===== src/include/zx_audio_config.svh =====
`ifndef ZX_AUDIO_CONFIG_SVH
`define ZX_AUDIO_CONFIG_SVH

////////////////////////////////////////////////////////////
// I/O port map
////////////////////////////////////////////////////////////

`define ZX_PORT_ULA      16'h00FE  // Speaker, MIC out, EAR in
`define ZX_PORT_REGADDR  16'hFC3B  // ZX-Uno register index
`define ZX_PORT_REGDATA  16'hFD3B  // ZX-Uno register data

// Read-only value behind REG_ID
`define ZX_CORE_ID       8'h5A

////////////////////////////////////////////////////////////
// Audio
////////////////////////////////////////////////////////////

// DAC accumulator width, one period is 2**width cycles
`define ZX_DAC_WIDTH     8

`endif


===== src/zx_io_pkg.sv =====
package zx_io_pkg;

  ////////////////////////////////////////////////////////////
  // ZX-Uno register indices behind port 0xFD3B
  ////////////////////////////////////////////////////////////

  typedef enum logic [7:0] {
    REG_ID      = 8'h00,  // Core ID, read only
    REG_MIXMASK = 8'h01,  // Bit 3 AY, 2 EAR, 1 MIC, 0 SPK
    REG_AYLEVEL = 8'h02,  // AY output level
    REG_VOLUME  = 8'h03   // Bits 1..0 right shift of the mix
  } zx_reg_e;

  ////////////////////////////////////////////////////////////
  // APB slave phases
  ////////////////////////////////////////////////////////////

  typedef enum logic [1:0] {
    APB_IDLE   = 2'd0,  // psel low
    APB_SETUP  = 2'd1,  // psel high, penable low
    APB_ACCESS = 2'd2   // Transfer completes here
  } apb_state_e;

endpackage


===== src/zx_audio_pkg.sv =====
package zx_audio_pkg;

  // Sound sources, value is the bit position in the mix mask
  typedef enum logic [1:0] {
    SRC_SPK = 2'd0,
    SRC_MIC = 2'd1,
    SRC_EAR = 2'd2,
    SRC_AY  = 2'd3
  } audio_src_e;

  ////////////////////////////////////////////////////////////
  // Fixed levels for the 1-bit sources
  ////////////////////////////////////////////////////////////

  localparam logic [7:0] LVL_SPK = 8'd96;  // Beeper dominates
  localparam logic [7:0] LVL_MIC = 8'd16;  // Tape out, quiet
  localparam logic [7:0] LVL_EAR = 8'd32;  // Tape in monitor

endpackage


===== src/apb_io_decoder.sv =====
`include "zx_audio_config.svh"

module apb_io_decoder import zx_io_pkg::*; (
  input  logic        clk,
  input  logic        arst_n,
  input  logic [15:0] paddr,
  input  logic        psel,
  input  logic        penable,
  input  logic        pwrite,
  input  logic [7:0]  pwdata,
  input  logic        ear,
  input  logic [7:0]  reg_rd_data,  // From register file
  output logic [7:0]  prdata,
  output logic        pready,
  output logic        pslverr,
  output logic        spk,
  output logic        mic,
  output zx_reg_e     reg_index,
  output logic        reg_wr,
  output logic [7:0]  reg_wdata
);

  apb_state_e state;
  apb_state_e state_nxt;
  logic       port_ula;
  logic       port_addr;
  logic       port_data;
  logic       access;    // Single access cycle of a transfer
  logic       err;
  logic       wr_ok;     // Error-free write in this cycle

  ////////////////////////////////////////////////////////////
  // Bus phase tracking
  ////////////////////////////////////////////////////////////

  always_comb begin
    state_nxt = state;
    case (state)
      APB_IDLE:   if (psel && !penable) state_nxt = APB_SETUP;
      APB_SETUP: begin
        if (psel && penable) state_nxt = APB_ACCESS;
        else if (!psel)      state_nxt = APB_IDLE;
      end
      APB_ACCESS: begin
        if (psel && !penable) state_nxt = APB_SETUP;  // Back to back
        else if (!psel)       state_nxt = APB_IDLE;
      end
      default:    state_nxt = APB_IDLE;
    endcase
  end

  always_ff @(posedge clk or negedge arst_n) begin
    if (!arst_n) state <= APB_IDLE;
    else         state <= state_nxt;
  end

  // Only the first enable cycle after setup counts, no wait states
  assign access = psel && penable && (state == APB_SETUP);

  ////////////////////////////////////////////////////////////
  // Port decode and error
  ////////////////////////////////////////////////////////////

  assign port_ula  = (paddr == `ZX_PORT_ULA);
  assign port_addr = (paddr == `ZX_PORT_REGADDR);
  assign port_data = (paddr == `ZX_PORT_REGDATA);

  // Unknown port, or write to the ID register
  assign err = !(port_ula || port_addr || port_data) ||
               (port_data && pwrite && (reg_index == REG_ID));

  assign pready  = access;
  assign pslverr = access && err;
  assign wr_ok   = access && pwrite && !err;

  // Register file strobe
  assign reg_wr    = wr_ok && port_data;
  assign reg_wdata = pwdata;

  // ULA latch and index register
  always_ff @(posedge clk or negedge arst_n) begin
    if (!arst_n) begin
      spk       <= 1'b0;
      mic       <= 1'b0;
      reg_index <= REG_ID;
    end else if (wr_ok) begin
      if (port_ula) begin
        spk <= pwdata[4];  // Bit 4 speaker
        mic <= pwdata[3];  // Bit 3 MIC
      end
      if (port_addr) reg_index <= zx_reg_e'(pwdata);  // Any index accepted
    end
  end

  // Read mux, zero outside the access cycle
  always_comb begin
    prdata = 8'h00;
    if (access && !pwrite) begin
      if (port_ula)       prdata = {1'b1, ear, 6'h3F};  // 0xBF, EAR on bit 6
      else if (port_addr) prdata = reg_index;
      else if (port_data) prdata = reg_rd_data;
    end
  end

endmodule


===== src/zxuno_regfile.sv =====
`include "zx_audio_config.svh"

module zxuno_regfile import zx_io_pkg::*; (
  input  logic       clk,
  input  logic       arst_n,
  input  zx_reg_e    reg_index,
  input  logic       reg_wr,     // One-cycle strobe from decoder
  input  logic [7:0] reg_wdata,
  output logic [7:0] reg_rd_data,
  output logic [3:0] mix_mask,
  output logic [7:0] ay_level,
  output logic [1:0] vol_shift
);

  ////////////////////////////////////////////////////////////
  // Writable registers
  ////////////////////////////////////////////////////////////

  always_ff @(posedge clk or negedge arst_n) begin
    if (!arst_n) begin
      mix_mask  <= 4'hF;  // All sources on
      ay_level  <= 8'h00;
      vol_shift <= 2'd0;  // Full volume
    end else if (reg_wr) begin
      case (reg_index)
        REG_MIXMASK: mix_mask  <= reg_wdata[3:0];
        REG_AYLEVEL: ay_level  <= reg_wdata;
        REG_VOLUME:  vol_shift <= reg_wdata[1:0];
        default: ;  // ID and unmapped indices ignore writes
      endcase
    end
  end

  ////////////////////////////////////////////////////////////
  // Read side
  ////////////////////////////////////////////////////////////

  // Combinational from the index, decoder samples it in the access cycle
  always_comb begin
    case (reg_index)
      REG_ID:      reg_rd_data = `ZX_CORE_ID;
      REG_MIXMASK: reg_rd_data = {4'h0, mix_mask};   // Upper bits zero
      REG_AYLEVEL: reg_rd_data = ay_level;
      REG_VOLUME:  reg_rd_data = {6'h00, vol_shift};
      default:     reg_rd_data = 8'hFF;              // Unmapped
    endcase
  end

endmodule


===== src/audio_level_stage.sv =====
module audio_level_stage import zx_audio_pkg::*; (
  input  logic       clk,
  input  logic       arst_n,
  input  logic       spk,
  input  logic       mic,
  input  logic       ear,
  input  logic [3:0] mix_mask,
  input  logic [7:0] ay_level,
  output logic [7:0] lvl_spk,
  output logic [7:0] lvl_mic,
  output logic [7:0] lvl_ear,
  output logic [7:0] lvl_ay
);

  logic [7:0] spk_d;  // Next levels
  logic [7:0] mic_d;
  logic [7:0] ear_d;
  logic [7:0] ay_d;

  ////////////////////////////////////////////////////////////
  // Source to level, masked
  ////////////////////////////////////////////////////////////

  always_comb begin
    spk_d = (spk && mix_mask[SRC_SPK]) ? LVL_SPK : 8'd0;
    mic_d = (mic && mix_mask[SRC_MIC]) ? LVL_MIC : 8'd0;
    ear_d = (ear && mix_mask[SRC_EAR]) ? LVL_EAR : 8'd0;
    // AY already a level, only the mask applies
    ay_d  = mix_mask[SRC_AY] ? ay_level : 8'd0;
  end

  // Pipeline register, stage 1
  always_ff @(posedge clk or negedge arst_n) begin
    if (!arst_n) begin
      lvl_spk <= 8'd0;
      lvl_mic <= 8'd0;
      lvl_ear <= 8'd0;
      lvl_ay  <= 8'd0;
    end else begin
      lvl_spk <= spk_d;
      lvl_mic <= mic_d;
      lvl_ear <= ear_d;
      lvl_ay  <= ay_d;
    end
  end

endmodule


===== src/audio_sum_stage.sv =====
`include "zx_audio_config.svh"

module audio_sum_stage import zx_audio_pkg::*; (
  input  logic       clk,
  input  logic       arst_n,
  input  logic [7:0] lvl_spk,
  input  logic [7:0] lvl_mic,
  input  logic [7:0] lvl_ear,
  input  logic [7:0] lvl_ay,
  input  logic [1:0] vol_shift,
  output logic [7:0] sample
);

  // Two guard bits cover four 8-bit terms
  localparam int SW = `ZX_DAC_WIDTH + 2;

  logic [7:0]    lvl [4];  // Indexed by source
  logic [SW-1:0] sum;
  logic [7:0]    clipped;

  assign lvl[SRC_SPK] = lvl_spk;
  assign lvl[SRC_MIC] = lvl_mic;
  assign lvl[SRC_EAR] = lvl_ear;
  assign lvl[SRC_AY]  = lvl_ay;

  ////////////////////////////////////////////////////////////
  // Mix, clip, volume
  ////////////////////////////////////////////////////////////

  always_comb begin
    sum = '0;
    for (int i = 0; i < 4; i++) begin
      sum = sum + SW'(lvl[i]);
    end
    clipped = (sum > SW'(255)) ? 8'hFF : sum[7:0];  // Saturate at 255
  end

  // Pipeline register, stage 2
  always_ff @(posedge clk or negedge arst_n) begin
    if (!arst_n) sample <= 8'd0;
    else         sample <= clipped >> vol_shift;  // Volume as right shift
  end

endmodule


===== src/sigma_delta_dac.sv =====
`include "zx_audio_config.svh"

module sigma_delta_dac (
  input  logic       clk,
  input  logic       arst_n,
  input  logic [7:0] sample,
  output logic       audio_out  // Pulse density output pin
);

  localparam int W = `ZX_DAC_WIDTH;

  logic [W-1:0] acc;
  logic [W:0]   acc_sum;  // Top bit is the carry

  ////////////////////////////////////////////////////////////
  // First-order modulator
  ////////////////////////////////////////////////////////////

  assign acc_sum = (W+1)'(acc) + (W+1)'(sample);

  // Carry density equals sample / 2**W
  always_ff @(posedge clk or negedge arst_n) begin
    if (!arst_n) begin
      acc       <= '0;
      audio_out <= 1'b0;
    end else begin
      acc       <= acc_sum[W-1:0];  // Wraps, keeps residue
      audio_out <= acc_sum[W];
    end
  end

endmodule


===== src/zx_audio_top.sv =====
module zx_audio_top import zx_io_pkg::*; (
  input  logic        clk,
  input  logic        arst_n,
  // APB slave
  input  logic [15:0] paddr,
  input  logic        psel,
  input  logic        penable,
  input  logic        pwrite,
  input  logic [7:0]  pwdata,
  output logic [7:0]  prdata,
  output logic        pready,
  output logic        pslverr,
  // Pins
  input  logic        ear,       // Tape input
  output logic        audio_out  // Sigma-delta output
);

  // ULA latch bits
  logic       spk;
  logic       mic;
  // Register file access
  zx_reg_e    reg_index;
  logic       reg_wr;
  logic [7:0] reg_wdata;
  logic [7:0] reg_rd_data;
  // Mixer controls
  logic [3:0] mix_mask;
  logic [7:0] ay_level;
  logic [1:0] vol_shift;
  // Pipeline
  logic [7:0] lvl_spk;
  logic [7:0] lvl_mic;
  logic [7:0] lvl_ear;
  logic [7:0] lvl_ay;
  logic [7:0] sample;

  ////////////////////////////////////////////////////////////
  // Bus side
  ////////////////////////////////////////////////////////////

  apb_io_decoder u_decoder (
    .clk, .arst_n,
    .paddr, .psel, .penable, .pwrite, .pwdata,
    .ear,
    .reg_rd_data,
    .prdata, .pready, .pslverr,
    .spk, .mic,
    .reg_index, .reg_wr, .reg_wdata
  );

  zxuno_regfile u_regfile (
    .clk, .arst_n,
    .reg_index, .reg_wr, .reg_wdata,
    .reg_rd_data,
    .mix_mask, .ay_level, .vol_shift
  );

  ////////////////////////////////////////////////////////////
  // Audio pipeline, three stages
  ////////////////////////////////////////////////////////////

  audio_level_stage u_level (
    .clk, .arst_n,
    .spk, .mic, .ear,
    .mix_mask, .ay_level,
    .lvl_spk, .lvl_mic, .lvl_ear, .lvl_ay
  );

  audio_sum_stage u_sum (
    .clk, .arst_n,
    .lvl_spk, .lvl_mic, .lvl_ear, .lvl_ay,
    .vol_shift,
    .sample
  );

  sigma_delta_dac u_dac (
    .clk, .arst_n,
    .sample,
    .audio_out
  );

endmodule


===== config.mk =====
export PLATFORM = sky130hd
export DESIGN_NAME = zx_audio_top
export DESIGN_NICKNAME = d
export VERILOG_FILES = /design/src/zx_io_pkg.sv /design/src/zx_audio_pkg.sv /design/src/apb_io_decoder.sv /design/src/zxuno_regfile.sv /design/src/audio_level_stage.sv /design/src/audio_sum_stage.sv /design/src/sigma_delta_dac.sv /design/src/zx_audio_top.sv
export VERILOG_INCLUDE_DIRS = /design/src /design/src/include
export SDC_FILE = /design/constraint.sdc
export NUM_CORES = 1
export LEC_CHECK = 0
export ABC_AREA = 1
export BUFFER_PORTS_ARGS = -buffer_cell sky130_fd_sc_hd__buf_2
export CORE_MARGIN = 4
export CORE_UTILIZATION = 60
export CTS_BUF_LIST = sky130_fd_sc_hd__clkbuf_4 sky130_fd_sc_hd__clkbuf_8
export DETAILED_ROUTE_END_ITERATION = 12
export PLACE_DENSITY = 0.82
export SYNTH_ARGS = -nofsm -noshare
export SYNTH_HDL_FRONTEND = slang
export SYNTH_SLANG_ARGS = --single-unit

===== constraint.sdc =====
create_clock -name clk -period 5.8 [get_ports clk]
set_clock_uncertainty 0.1 [all_clocks]
set_input_delay 0 -clock clk [delete_from_list [all_inputs] [get_ports clk]]
set_output_delay 0 -clock clk [all_outputs]
set_load 0.02 [all_outputs]

# Yosys cells after proc, flatten, opt, wreduce, memory -nomap -nowiden
# Cells that the tools add are included.
dict set report classes {
  shift 1
  n_mux 15
  reduce_logical 27
  n_addsub 4
  order_cmp 1
  n_eq_ne 9
}
# op count
set ops {}
lappend ops {{$mux W8} 6}
lappend ops {{$eq A16 B16 Y1 const B} 2}
lappend ops {{$pmux W8 S4} 1}
lappend ops {{$add A10 B8 Y10} 2}
lappend ops {{$add A8 B8 Y9} 2}
lappend ops {{$eq A16 B8 Y1 const B} 1}
lappend ops {{$eq A8 B2 Y1 const B} 2}
lappend ops {{$logic_and A1 B1 Y1} 13}
lappend ops {{$gt A10 B8 Y1 const B} 1}
lappend ops {{$reduce_and A2 Y1} 5}
lappend ops {{$eq A8 B1 Y1 const B} 1}
lappend ops {{$logic_not A8 Y1} 1}
lappend ops {{$mux W2} 4}
lappend ops {{$shr A8 B2 Y8} 1}
lappend ops {{$mux W7} 1}
lappend ops {{$mux W6} 1}
lappend ops {{$pmux W2 S3} 1}
lappend ops {{$mux W5} 1}
lappend ops {{$logic_not A1 Y1} 4}
lappend ops {{$logic_or A1 B1 Y1} 3}
lappend ops {{$eq A2 B1 Y1 const B} 1}
lappend ops {{$eq A2 B2 Y1 const B} 1}
lappend ops {{$logic_not A2 Y1} 1}
lappend ops {{$ne A2 B1 Y1 const B} 1}
dict set report totals {
  input_bits 30
  reg_bits 75
  word_cells 71
  out_inout_bits 11
}

# Depth between registers and ports, before layout
dict set report depth {
  depth_word 9
  ltp_mapped 11
  mapped_depth_nobuf 11
}

# Modules after synthesis
# A second synthesis with hierarchy kept.
dict set report hier_totals {
  hier_cells 571
  hier_area_um2 4292.9
}
# module area_per_inst_um2 cells_per_inst seq_area_each_um2 instances
set by_module_without_submodules {}
lappend by_module_without_submodules {audio_sum_stage 1239.9 166 200.2 1}
lappend by_module_without_submodules {apb_io_decoder 1041.0 160 300.3 1}
lappend by_module_without_submodules {zxuno_regfile 885.8 121 355.3 1}
lappend by_module_without_submodules {sigma_delta_dac 601.8 68 225.2 1}
lappend by_module_without_submodules {audio_level_stage 524.3 56 275.3 1}

# Worst setup path after synthesis
# OpenSTA, ideal clock, no wires.
dict set report synth_timing {
  kind {reg2reg}
  from {register u_level.lvl_spk[5]}
  to {register u_sum.sample[4]}
  synth_period_minus_slack_ps 2185
  slack_ps 3615
  t_arrival_ps 1950
  setup_ps 134
  path_stages_with_launch 9
  path_cell_list {dfrtp_1 -> fa_1 -> ha_1 -> inv_1 -> fa_1 -> xor2_1 -> nand2_1 -> o21ai_0 -> mux2i_1}
}
dict set report synth_between {
  elab_chain_cells 6
}
# item line
set synth_lines {}
lappend synth_lines {{start, declared} audio_level_stage.sv:9} ;# output logic [7:0] lvl_spk,
lappend synth_lines {{start signal, assigned} audio_level_stage.sv:40} ;# lvl_spk <= spk_d;
lappend synth_lines {{$add A8 B8 Y9 *} audio_sum_stage.sv:33} ;# sum = sum + SW'(lvl[i]);
lappend synth_lines {{$add A10 B8 Y10 * (2 in series)} audio_sum_stage.sv:33}
lappend synth_lines {{$gt A10 B8 Y1} audio_sum_stage.sv:35} ;# clipped = (sum > SW'(255)) ? 8'hFF : sum[7:0];
lappend synth_lines {{$mux W8 *} audio_sum_stage.sv:35}
lappend synth_lines {{$shr A8 B2 Y8 *} audio_sum_stage.sv:41} ;# else sample <= clipped >> vol_shift;
lappend synth_lines {{end signal, assigned} audio_sum_stage.sv:41}
lappend synth_lines {{end, declared} audio_sum_stage.sv:11} ;# output logic [7:0] sample
# Every way passes the cells marked *; elsewhere a longest branch is shown, timed or not.
# A chain may end at the register's enable or synchronous reset.

# Worst setup path in the final report
# Same ends and word-level chain as after synthesis.

==> results by group <==
CTS
  • Setup bufs post-CTS: 0
  • CTS Buffer Depth: 2
  • Clock sink count: 54
  • Clock Latency Late Sink: 0.31 ns
  • Clock slew seen by the registers of the worst setup and hold paths: 0.10 ns
  • TritonCTS Buffers: 5
  • Root buffer cell: clkbuf_8
  • CTS H-tree depth: 2
  • Clock tree from TritonCTS: yes

Logic synthesis
  • Flop and latch count out of synthesis: 54
  • Yosys warnings: 0
  • Synth top cells by count: nand2_1 (138), inv_1 (59), dfrtp_1 (50)
  • Synth top area cells: dfrtp_1 (38%), nand2_1 (16%), inv_1 (6.8%)
  • Cell taking the most area after synthesis: dfrtp_1
  • Synthesized cell area: 0.003262 mm²
  • Synth Instances: 426
  • Netlist cell types: 36
  • Most frequent cell after synthesis: nand2_1
  • Top-area cell type share of the netlist area: between 30% and 40%
  • Synth async-reset ratio: 100.0%
  • EDFF count, synth: 0
  • Syn_nets: 472
  • Main synth FF type: dfrtp_1
  • Mapped Avg Cell Area: 7.657 µm²
  • Register area share after synthesis: 41.58%

Pwr
  • Clock network power share: 38.5%
  • Int Pwr: 0.5255 mW
  • Reg power frac: 55.5%
  • Pwr per Cell Area: about 180 mW/mm²
  • Comb power frac: 6.0%
  • Net Sw Frac: 22.69%
  • P_sw: 0.1543 mW
  • Peak VDD IR: 0.1502 mV
  • Pleak: about 2.2 nW

Placement
  • PortBufs: 40
  • Placed cell area: 0.003533 mm²
  • RePlAce Congestion: 0.9009
  • Dpl hpwl: 5.285 mm

Cells and area
  • # fillers: 409
  • Share of layout cells above drive strength 1: 18.01%
  • Design Area, Final: around 0.0038 mm²
  • N_diodes: 0
  • Total Nets Final: 528
  • Area delta synth->final: 15.92%

STA
  • Hold Violations, Final: 0
  • RSZ-0062 raised after global routing: no
  • Fin crit share: between 40% and 50%
  • Max frequency: 426.9 MHz
  • Final slew viol count: 0
  • Max_slew headroom: 55.80%
  • Total negative slack: 0 ns
  • Final setup vio count: 0
  • Final worst path period need: 2.343 ns
  • Worst-margin pin slew: between 0.6 and 0.7 ns

Critical path
  • Flop2flop setup slack: between 3 and 4 ns
  • Crit-path slowest cell: fa_1
  • CP dominant cell by count: fa_1
  • Critical Path End: u_sum.sample[4]
  • Crit path DAT: 2.43 ns
  • Register-to-Register Path Depth: 8
  • Crit-path cells: fa_1 -> ha_1 -> inv_1 -> fa_1 -> xor2_1 -> nand2_1 -> o21ai_0 -> mux2i_1
  • Worst r2r src: u_level.lvl_spk[5]
  • Kind of critical path: reg -> reg
  • RR Endpoint: u_sum.sample[4]
  • Crit. End Element: flop
  • Worst Setup Start Kind: flop
  • Critical path required time: 5.89 ns
  • Max incr delay on CP: 0.55 ns
  • Worst-path fanout max: 2
  • Worst Setup SP: u_level.lvl_spk[5]

Route
  • Initial DRC Count: 163
  • DRT antenna net count: 0
  • Vias: 2843
  • Wirelength, routed: just over 7 mm
  • DRC violation count after routing: 0
  • Initial DRT Pass Iterations: 4
  • Vias per cell: 5.141
  • Drt wl/cell: 12.74 µm

Floorplanning
  • Core area: between 0.005 and 0.006 mm²
  • Die width: 81.73 µm
  • I/O Pins: 41
  • Cell row count: 26
  • Die Y: 81.73 µm
  • Starting Density: 63.06%
  • Die area: approximately 0.0067 mm²

Run status
  • Status: finished clean

Global route
  • Grt total ovfl: 0
  • Initial antenna violation count: 0
  • Gr usage total: 23.78%
  • Pin count of the biggest net entering global routing: 55
  • Global-route wire length before repair: 12.19 mm
  • Number of global-route vias before repair: 2800

Worst hold path
  • Worst Hold Class: in -> reg

Run
  • Max-cap viol count: 0
## placed cells by master, fill, tap and decap left out, types with 6 or more instances in the layout
cell             n
buf_2           40
inv_1           59
a21oi_1         17
dfrtp_1         50
xor2_1           6
nor2_2           8
nand2_1        138
o21ai_0         18
nand3_1         21
nor2_1          40
dlygate4sd3_1   13
ha_1            13
## worst min-delay path by stage
stage                       from                     end  cells past startpoint
after floorplan           arst_n            u_dac.acc[0]                      0
after global placement    arst_n  u_decoder.reg_index[1]                      2
after detailed placement  arst_n  u_decoder.reg_index[0]                      2
after CTS                 pwrite   u_regfile.mix_mask[3]                      5
after global routing      pwrite   u_regfile.mix_mask[1]                      5
final                     pwrite   u_regfile.mix_mask[1]                      5
## routing by layer
| layer | vias to the layer above | GRT usage [%] | wire length [µm] | share of wire, % |
|---|---|---|---|---|
| li1 | 1434 | - | - | - |
| met4 | 0 | 6.811 | 142 | 2.0 |
| met3 | 16 | 5.044 | 404 | 5.7 |
| met1 | 1311 | 28.71 | 2972 | 42 |
| met5 | - | 0 | 0 | 0 |
| met2 | 82 | 42.49 | 3525 | 50 |
## logic make-up (layout without fill, tap and decap cells)
kind of cell	after synthesis	in the layout	synth area share (%)
simple gates	234	234	33.72
buf+inv	70	127	8.208
flops	54	54	41.58
compound gates	43	43	7.173
fa+ha+maj	16	16	6.828
xor+xnor	7	7	1.880
mux	2	2	0.6138
## critical path: cells and delay by family, from the launching register on
family	cells	cell delay (ns)
AOI/OAI and AO/OA	1	0.23
xor gates and xnor gates	1	0.14
adders and majority gates	3	1.08
buffers and inverters	1	0.05
DFF	1	0.41
muxes	1	0.12
and+or+nand+nor	1	0.09
## flip-flops by register name, indices dropped and copies added, names as in the netlist, 2 cells and up
name,count
u_regfile.vol_shift,2
u_decoder.state,2
u_level.lvl_ay,8
u_regfile.mix_mask,4
u_decoder.reg_index,8
u_dac.acc,8
u_regfile.ay_level,8
u_sum.sample,8
## cell type report
cell class | instances | area (µm²) | share of cell area [%]
sequential | 54 | 1356 | 35.87
multi-input combinational | 302 | 1638 | 43.32
clock buffer | 5 | 68.82 | 1.820
timing repair buffer | 54 | 337.8 | 8.934
tap | 70 | 87.58 | 2.316
inverter | 65 | 244.0 | 6.453
clock inverter | 3 | 48.80 | 1.291
## timing repair
action	in CTS	in global routing
hold buffers	13	0
endpoints found under the hold margin	77	0
setup endpoints to repair	0	0
gates resized for setup	0	0
## per-stage QoR
stage,hold WS (ns),power (mW),std cells,setup WS (ns),util (%)
2_1_floorplan,-0.3956,0.3944,426,3.615,-
3_3_place_gp,0.06274,0.4174,532,3.545,68.31
3_5_place_dp,0.06919,0.4186,532,3.449,68.31
4_1_cts,0.01788,0.6869,553,3.447,73.10
5_1_grt,0.03493,0.7112,553,3.351,73.10
6_report,0.03042,0.6797,553,3.457,73.10
## power groups by stage
stage | registers [mW] | logic, mW | clock network [mW]
after global placement | 0.385 | 0.0329 | 0
after floorplan | 0.385 | 0.00968 | 0
after CTS | 0.377 | 0.0407 | 0.269
after global routing | 0.378 | 0.0460 | 0.288
after detailed placement | 0.385 | 0.0340 | 0
final | 0.377 | 0.0406 | 0.262
Power figures use the tool's default switching activity.
